--- config.mk ---
export PLATFORM = sky130hd
export DESIGN_NAME = group_mux_top
export DESIGN_NICKNAME = d
export VERILOG_FILES = /design/src/rtl/isa_pkg.sv /design/src/rtl/fetch_pkg.sv /design/src/rtl/line_aligner.sv /design/src/rtl/slot_register.sv /design/src/rtl/branch_scan.sv /design/src/rtl/group_mux_top.sv
export SDC_FILE = /design/constraint.sdc
export NUM_CORES = 2
export LEC_CHECK = 0
export ABC_CLOCK_PERIOD_IN_PS = 3960
export BUFFER_PORTS_ARGS = -buffer_cell sky130_fd_sc_hd__clkbuf_2
export CAP_MARGIN = 10
export CORE_UTILIZATION = 34
export DETAILED_ROUTE_END_ITERATION = 8
export PLACE_DENSITY = 0.54
export SYNTH_ARGS = -nofsm -noshare
export SYNTH_HDL_FRONTEND = slang
export SYNTH_SLANG_ARGS = --single-unit
--- constraint.sdc ---
create_clock -name clk -period 3.96 [get_ports clk]
set_clock_uncertainty 0.2 [all_clocks]
set_input_delay 0 -clock clk [delete_from_list [all_inputs] [get_ports clk]]
set_output_delay 0 -clock clk [all_outputs]
set_load 0.05 [all_outputs]
--- src/rtl/isa_pkg.sv ---
// Instruction set definitions for the fetch group multiplexer
// Opcode enumeration, instruction field positions,
// the no-operation word and the reset PC

`default_nettype none

package isa_pkg;

	// ========================================
	// Word format
	// ========================================

	localparam int INS_W = 32;

	// Opcode sits in the low bits of every instruction word
	localparam int OP_LSB = 0;
	localparam int OP_MSB = 4;

	typedef enum logic [OP_MSB-OP_LSB:0]
	{
		OP_NOP = 5'd0,
		OP_ALU = 5'd4,
		OP_BL  = 5'd13,
		OP_RET = 5'd14
	} opcode_e;

	// ========================================
	// Branch-and-link fields
	// ========================================

	// Link register number written with the return address
	localparam int LK_LSB = 5;
	localparam int LK_MSB = 7;

	// Link 0 is a plain branch, link 7 is reserved and does nothing
	localparam logic [LK_MSB-LK_LSB:0] LK_NONE = 3'd0;
	localparam logic [LK_MSB-LK_LSB:0] LK_RSV = 3'd7;

	// Signed displacement counted in words, relative to the branch PC
	localparam int DISP_LSB = 8;
	localparam int DISP_MSB = 31;
	localparam int DISP_W = DISP_MSB - DISP_LSB + 1;

	// ========================================
	// Fixed values
	// ========================================

	// All fields other than the opcode are zero
	localparam logic [INS_W-1:0] NOP_WORD = {{(INS_W-OP_MSB-1){1'b0}}, OP_NOP};

	localparam logic [31:0] RST_PC = 32'hFFFC_0000;

endpackage

`default_nettype wire

--- src/rtl/fetch_pkg.sv ---
// Geometry of the cache line and of the fetch group
// Line size, slot count, window width and PC width

`default_nettype none

package fetch_pkg;

	localparam int PC_W = 32;

	// Bytes in one instruction slot
	localparam int SLOT_BYTES = 4;

	// The cache line holds eight instruction words
	localparam int LINE_WORDS = 8;
	localparam int LINE_W = LINE_WORDS * SLOT_BYTES * 8;

	// A group is four consecutive slots taken from the line
	localparam int SLOTS = 4;
	localparam int WIN_W = SLOTS * SLOT_BYTES * 8;

	// Word offset within the line comes from PC bits 4 to 2
	localparam int WOFS_LSB = 2;
	localparam int WOFS_W = 3;

endpackage

`default_nettype wire

--- src/rtl/line_aligner.sv ---
// Window aligner for the fetch group
// Selects four words from the cache line at the fetch PC,
// flags a group that repeats the last one and a changed line

`default_nettype none

module line_aligner
(
	input  wire                          clk,
	input  wire                          rst_i,
	input  wire                          advance_i,
	input  wire [fetch_pkg::LINE_W-1:0]  line_i,
	input  wire [fetch_pkg::PC_W-1:0]    pc_i,
	output logic [fetch_pkg::WIN_W-1:0]  window_o,
	output logic                         redundant_o,
	output logic                         new_line_o
);

	import isa_pkg::*;
	import fetch_pkg::*;

	// ========================================
	// Alignment
	// ========================================

	logic [WOFS_W-1:0] wofs;
	logic [LINE_W+WIN_W-1:0] ext_line;
	logic [LINE_W+WIN_W-1:0] shifted;

	assign wofs = pc_i[WOFS_LSB +: WOFS_W];

	// No-operations above the line fill the slots that run past its end
	assign ext_line = {{SLOTS{NOP_WORD}}, line_i};
	assign shifted = ext_line >> (wofs * INS_W);
	assign window_o = shifted[WIN_W-1:0];

	// ========================================
	// Repeated group detection
	// ========================================

	logic [PC_W-1:0] prev_pc;
	logic [WIN_W-1:0] prev_window;

	// Captured PC starts at the reset vector so the first group always passes
	always_ff @(posedge clk)
	begin
		if (rst_i)
		begin
			prev_pc <= RST_PC;
			prev_window <= '0;
		end
		else if (advance_i)
		begin
			prev_pc <= pc_i;
			prev_window <= window_o;
		end
	end

	assign redundant_o = (pc_i == prev_pc) && (window_o == prev_window);

	// ========================================
	// Line change detection
	// ========================================

	logic [LINE_W-1:0] cur_line;
	logic [LINE_W-1:0] last_line;

	always_ff @(posedge clk)
	begin
		if (rst_i)
		begin
			cur_line <= '0;
			last_line <= '0;
		end
		else if (advance_i)
		begin
			last_line <= cur_line;
			cur_line <= line_i;
		end
	end

	assign new_line_o = (cur_line != last_line);

endmodule

`default_nettype wire

--- src/rtl/slot_register.sv ---
// Slot register of the fetch group
// Assigns each slot its PC, replaces repeated or missed slots
// with no-operations and registers the group on advance

`default_nettype none

module slot_register
(
	input  wire                                               clk,
	input  wire                                               rst_i,
	input  wire                                               advance_i,
	input  wire [fetch_pkg::WIN_W-1:0]                        window_i,
	input  wire                                               redundant_i,
	input  wire [fetch_pkg::PC_W-1:0]                         pc_i,
	input  wire                                               nmi_i,
	input  wire                                               irq_i,
	input  wire                                               stomp_i,
	input  wire                                               miss_i,
	input  wire [fetch_pkg::PC_W-1:0]                         miss_pc_i,
	output logic [fetch_pkg::SLOTS-1:0][isa_pkg::INS_W-1:0]   slot_ins_o,
	output logic [fetch_pkg::SLOTS-1:0][fetch_pkg::PC_W-1:0]  slot_pc_o,
	output logic                                              slot_v_o,
	output logic                                              nop_o
);

	import isa_pkg::*;
	import fetch_pkg::*;

	// ========================================
	// Slot formation
	// ========================================

	logic [SLOTS-1:0][PC_W-1:0] nxt_pc;
	logic [SLOTS-1:0][INS_W-1:0] nxt_ins;
	logic [SLOTS-1:0] slot_kill;
	logic group_v;

	always_comb
	begin
		for (int k = 0; k < SLOTS; k++)
		begin
			nxt_pc[k] = pc_i + PC_W'(k * SLOT_BYTES);

			// After a branch miss the slots ahead of the target must not execute
			slot_kill[k] = redundant_i || (miss_i && (nxt_pc[k] < miss_pc_i));

			if (slot_kill[k])
				nxt_ins[k] = NOP_WORD;
			else
				nxt_ins[k] = window_i[k*INS_W +: INS_W];
		end
	end

	// An interrupt or a stomp invalidates the whole group
	assign group_v = !(nmi_i || irq_i || stomp_i);

	// ========================================
	// Group registers
	// ========================================

	always_ff @(posedge clk)
	begin
		if (rst_i)
		begin
			slot_ins_o <= {SLOTS{NOP_WORD}};
			slot_v_o <= 1'b0;
			nop_o <= 1'b0;
		end
		else if (advance_i)
		begin
			slot_ins_o <= nxt_ins;
			slot_v_o <= group_v;
			nop_o <= stomp_i;
		end
	end

	always_ff @(posedge clk)
	begin
		if (advance_i)
			slot_pc_o <= nxt_pc;
	end

endmodule

`default_nettype wire

--- src/rtl/branch_scan.sv ---
// Flow change scanner for the registered fetch group
// Decodes branch-and-link and return in each slot, picks the
// first flow change and forms its target and return PC

`default_nettype none

module branch_scan
(
	input  wire [fetch_pkg::SLOTS-1:0][isa_pkg::INS_W-1:0]   slot_ins_i,
	input  wire [fetch_pkg::SLOTS-1:0][fetch_pkg::PC_W-1:0]  slot_pc_i,
	input  wire                                              slot_v_i,
	output logic                                             do_branch_o,
	output logic                                             do_call_o,
	output logic                                             do_ret_o,
	output logic [fetch_pkg::PC_W-1:0]                       branch_tgt_o,
	output logic [fetch_pkg::PC_W-1:0]                       ret_pc_o
);

	import isa_pkg::*;
	import fetch_pkg::*;

	// ========================================
	// Per-slot decode
	// ========================================

	opcode_e op [SLOTS];
	logic [SLOTS-1:0][LK_MSB-LK_LSB:0] lk;
	logic [SLOTS-1:0][DISP_W-1:0] disp;
	logic [SLOTS-1:0] is_bl;
	logic [SLOTS-1:0] is_call;
	logic [SLOTS-1:0] is_ret;
	logic [SLOTS-1:0][PC_W-1:0] tgt;

	always_comb
	begin
		for (int k = 0; k < SLOTS; k++)
		begin
			op[k] = opcode_e'(slot_ins_i[k][OP_MSB:OP_LSB]);
			lk[k] = slot_ins_i[k][LK_MSB:LK_LSB];
			disp[k] = slot_ins_i[k][DISP_MSB:DISP_LSB];

			// A reserved link turns the branch-and-link into a no-operation
			is_bl[k] = slot_v_i && (op[k] == OP_BL) && (lk[k] != LK_RSV);
			is_call[k] = is_bl[k] && (lk[k] != LK_NONE);
			is_ret[k] = slot_v_i && (op[k] == OP_RET);

			// Word displacement, sign extended and scaled to bytes
			tgt[k] = slot_pc_i[k]
				+ {{(PC_W-DISP_W-2){disp[k][DISP_W-1]}}, disp[k], 2'b00};
		end
	end

	// ========================================
	// First flow change
	// ========================================

	// Slot 0 is oldest, so the lowest numbered transfer wins
	always_comb
	begin
		logic found;

		found = 1'b0;
		do_branch_o = 1'b0;
		do_call_o = 1'b0;
		do_ret_o = 1'b0;
		branch_tgt_o = RST_PC;
		ret_pc_o = RST_PC;

		for (int k = 0; k < SLOTS; k++)
		begin
			if (!found && (is_bl[k] || is_ret[k]))
			begin
				found = 1'b1;
				do_branch_o = is_bl[k];
				do_call_o = is_call[k];
				do_ret_o = is_ret[k];
				if (is_bl[k])
					branch_tgt_o = tgt[k];
				// Return address is the word after the call
				if (is_call[k])
					ret_pc_o = slot_pc_i[k] + PC_W'(SLOT_BYTES);
			end
		end
	end

endmodule

`default_nettype wire

--- src/rtl/group_mux_top.sv ---
// Fetch group multiplexer
// Chains the window aligner, the slot register and the
// flow change scanner into one fetch stage

`default_nettype none

module group_mux_top
(
	input  wire                                               clk,
	input  wire                                               rst_i,
	input  wire                                               advance_i,
	input  wire [fetch_pkg::LINE_W-1:0]                       line_i,
	input  wire [fetch_pkg::PC_W-1:0]                         pc_i,
	input  wire                                               nmi_i,
	input  wire                                               irq_i,
	input  wire                                               stomp_i,
	input  wire                                               miss_i,
	input  wire [fetch_pkg::PC_W-1:0]                         miss_pc_i,
	output logic [fetch_pkg::SLOTS-1:0][isa_pkg::INS_W-1:0]   slot_ins_o,
	output logic [fetch_pkg::SLOTS-1:0][fetch_pkg::PC_W-1:0]  slot_pc_o,
	output logic                                              slot_v_o,
	output logic                                              nop_o,
	output logic                                              new_line_o,
	output logic                                              do_branch_o,
	output logic                                              do_call_o,
	output logic                                              do_ret_o,
	output logic [fetch_pkg::PC_W-1:0]                        branch_tgt_o,
	output logic [fetch_pkg::PC_W-1:0]                        ret_pc_o
);

	import fetch_pkg::*;

	logic [WIN_W-1:0] window;
	logic redundant;

	line_aligner u_line_aligner
	(
		.clk         (clk),
		.rst_i       (rst_i),
		.advance_i   (advance_i),
		.line_i      (line_i),
		.pc_i        (pc_i),
		.window_o    (window),
		.redundant_o (redundant),
		.new_line_o  (new_line_o)
	);

	// Group outputs change one cycle after the advance edge
	slot_register u_slot_register
	(
		.clk         (clk),
		.rst_i       (rst_i),
		.advance_i   (advance_i),
		.window_i    (window),
		.redundant_i (redundant),
		.pc_i        (pc_i),
		.nmi_i       (nmi_i),
		.irq_i       (irq_i),
		.stomp_i     (stomp_i),
		.miss_i      (miss_i),
		.miss_pc_i   (miss_pc_i),
		.slot_ins_o  (slot_ins_o),
		.slot_pc_o   (slot_pc_o),
		.slot_v_o    (slot_v_o),
		.nop_o       (nop_o)
	);

	branch_scan u_branch_scan
	(
		.slot_ins_i   (slot_ins_o),
		.slot_pc_i    (slot_pc_o),
		.slot_v_i     (slot_v_o),
		.do_branch_o  (do_branch_o),
		.do_call_o    (do_call_o),
		.do_ret_o     (do_ret_o),
		.branch_tgt_o (branch_tgt_o),
		.ret_pc_o     (ret_pc_o)
	);

endmodule

`default_nettype wire

==> impl_results.md <==
* Status: finished, violations left
* Failing checks: negative hold slack, negative setup slack
* Power Dens Cells at 376.6 nW/um2
* Vias per inst at 5.799
* Place WS at -0.6478 ns
* Reg2Reg Depth at 16
* R2r endpoint: u_slot_register.slot_ins_o[84]
* Hold-critical path endpoint: u_line_aligner.prev_window[61]
* Row cnt at 146
* Mapped Nets at 6455
* IO buf count at 652
* RD Place Congestion at 1.073
* Antenna viol nets, final at 0
* Post-Syn Area per Cell at 9.282 um2
* R2r setup slk at 0.12 ns
* Max Slew Vio Count at 0
* Cells after Synth at 5880
* Reg2reg start: u_line_aligner.prev_pc[10]
* Largest net degree at the start of global routing at 191
* Clock sink total at 922
* Setup crit end kind: output pin
* Number of global-route vias before repair at 53590
* GRT Resource Usage Total at 38.82%
* Lkg Pwr at 35.02 nW
* Synth top area cells: dfxtp_1 (29%), mux2i_1 (14%), edfxtp_1 (6.6%)
* Post-route DRC at 0
* Die Height at 402.7 um
* Worst path required time at 3.76 ns
* Worst-path clk slew at 0.06 ns
* RSZ-0062 raised after global routing: true
* H-tree depth at 3
* CTS max path bufs at 3
* IR drop worst, VDD at 0.3628 mV
* Share of post-route cells with drive strength above 1 at 26.51%
* Via count at 57480
* Synthesis-stage register bit count at 922
* Area of the die at 162100 um2
* Grt total ovfl at 0
* FFs w/ async S/R, synth at 0%
* Crit Path Max Fanout at 3
* Drt first pass iters at 6
* Starting DRT DRC Count at 7577
* CTS buffer count at 101
* Period utilisation layout at 111.4%
* Clock Latency Late Sink at 0.79 ns
* Commonest cells after routing, fill and taps aside: nor2_1 (844), dfxtp_1 (800), buf_4 (798)
* Cell Area, Synth at 54580 um2
* Primary FF master, synth: dfxtp_1
* Fin worst setup slack at -0.4515 ns
* Sequential share of the synthesized area at 36.02%
* Die width at 402.7 um
* Top cell type's share of synthesized area at 29.42%
* Yosys cell types at 85
* Filler Cell Count at 14870
* Initial Utilization at 34.34%
* Synth area leader: dfxtp_1
* Tmin final at 4.411 ns
* IO Count at 653
* Hpwl dp at 261900 um
* CTS tree: yes
* Worst-margin pin slew at 1.128 ns
* Setup violations, final at 112
* Commonest non-fill, non-tap cell in the layout: nor2_1
* Core area at 158900 um2
* Area delta synth->final at 42.78%
* Hold Crit Class: input port to flop
* Hold Startpoint: pc_i[4]
* Initial antenna violation count at 49
* Fmax at 226.7 MHz
* Number of enable flip-flop cells after synthesis at 120
* Cell depth of the worst hold path at 6
* First-pass GRT wire length at 438400 um
* Critical path data arrival time at 4.21 ns
* Average wire per standard cell at 33.15 um
* Crit Path Category: flop to output pin
* WL final at 328600 um
* Worst hold slack at -0.03318 ns
* Max_cap viols at 0
* Relative slew margins at 24.56%
* Setup crit start kind: flop
* Clk root buf: clkbuf_16
* Fin nets at 8309
* Setup TNS Final at -17.82 ns
* Final hold vios at 2
* Synth warn at 0
==> report_power, final <==
group,total (mW),switching [mW],internal (mW)
clock,10.0,4.33,5.71
combinational,8.53,5.27,3.27
sequential,10.8,0.722,10.0
==> area by class of cell <==
class / count / area, um2 / share of cell area [%]
inverter: 134 / 503.0 / 0.6455
clock buffer: 143 / 2957 / 3.794
multi-input combinational: 4476 / 34500 / 44.28
tap: 2072 / 2592 / 3.327
clock inverter: 46 / 560.5 / 0.7193
antenna: 20 / 50.05 / 0.06423
timing repair buffer: 2099 / 17100 / 21.94
sequential: 922 / 19660 / 25.23
==> per-stage QoR <==
step                      power (mW)  hold WS (ns)  instance area, um2  std cells  utilization, %
after floorplan                14.53       -0.1011               54740       5880               -
after global placement         18.22       0.05089               66210       9059           41.66
after detailed placement       18.24       0.08755               66210       9059           41.66
after CTS                      28.85     0.0002265               76570       9853           48.18
after global routing           30.03      0.006168               77890       9899           49.01
final                          29.34      -0.03318               77920       9912           49.03
==> what timing repair did <==
| action | in CTS | in global routing |
|---|---|---|
| cloned | 0 | 5 |
| resized for setup | 171 | 189 |
| endpoints found under the setup margin | 60 | 171 |
| setup buffers | 38 | 38 |
| hold buffers | 570 | 6 |
| endpoints found under the hold margin | 935 | 27 |
| pin swaps | 62 | 78 |
==> metal layers <==
metal | global-route usage [%] | vias to the layer above | part of all wire (%)
met5 | 0 | - | 0.065
met4 | 22.30 | 24 | 6.7
met3 | 10.09 | 751 | 11
met2 | 53.76 | 3604 | 40
met1 | 53.92 | 28220 | 42
li1 | - | 24870 | -
==> kinds of logic (layout without fill, tap and decap cells) <==
family,after synthesis,count (layout),share of synthesized area [%]
simple gates,1669,1669,13.63
compound gates,1069,1069,13.30
mux,847,847,17.06
xor+xnor,643,643,10.32
fa+ha+maj,248,248,5.740
flops,922,922,36.02
other cells,0,20,0
buf+inv,482,2422,3.925
==> cells in the mapped netlist (all sizes together) (8+ instances only) <==
cell	instances
a222oi	16
a221oi	25
xnor2	363
a21o	87
inv	132
edfxtp	120
xor2	280
a22oi	73
clkbuf	200
a31oi	11
and2	12
o2bb2ai	37
a221o	14
a22o	48
o21bai	17
a211oi	115
ha	244
o31ai	16
nor2b	33
a21boi	9
nand3	100
or3	17
o221ai	19
o211ai	25
nand4	116
o21ai	229
dfxtp	802
nor3	47
a21oi	196
buf	148
o22ai	45
mux2i	742
and3	42
nand2	289
nor4	66
nand2b	33
mux4	61
or2	8
nor2	870
mux2	44
o21a	17
and4	11
==> worst max-delay path by stage <==
stage | start | endpoint | slack, ns | cells past startpoint
after floorplan | u_slot_register.slot_pc_o[35] | branch_tgt_o[25] | -0.23 | 11
after global placement | pc_i[12] | u_slot_register.slot_ins_o[77] | -0.63 | 21
after detailed placement | pc_i[11] | u_slot_register.slot_ins_o[76] | -0.65 | 21
after CTS | u_slot_register.slot_pc_o[98] | branch_tgt_o[30] | -0.43 | 15
after global routing | u_slot_register.slot_pc_o[98] | branch_tgt_o[30] | -0.54 | 15
final | u_slot_register.slot_pc_o[98] | branch_tgt_o[30] | -0.45 | 15
==> sequential cells by signal, summed over array words and instances (netlist names) <==
signal	flops
u_slot_register.slot_ins_o	128
u_line_aligner.prev_window	128
u_slot_register.slot_v_o	1
u_slot_register.slot_pc_o	120
u_line_aligner.prev_pc	32
u_line_aligner.last_line	256
u_line_aligner.cur_line	256
u_slot_register.nop_o	1
==> critical path, stage by stage, from the launching register on <==
cell	delay, ns
edfxtp_1	0.49
ha_4	0.19
inv_2	0.04
fa_2	0.35
nor2b_2	0.15
o31a_1	0.24
nor4_4	0.06
o31a_1	0.35
o21ai_2	0.25
a211oi_2	0.13
o31ai_2	0.30
xor2_1	0.18
buf_4	0.15
o32ai_2	0.09
a311oi_4	0.33
buf_12	0.18
(Power assumes the default switching activity.)
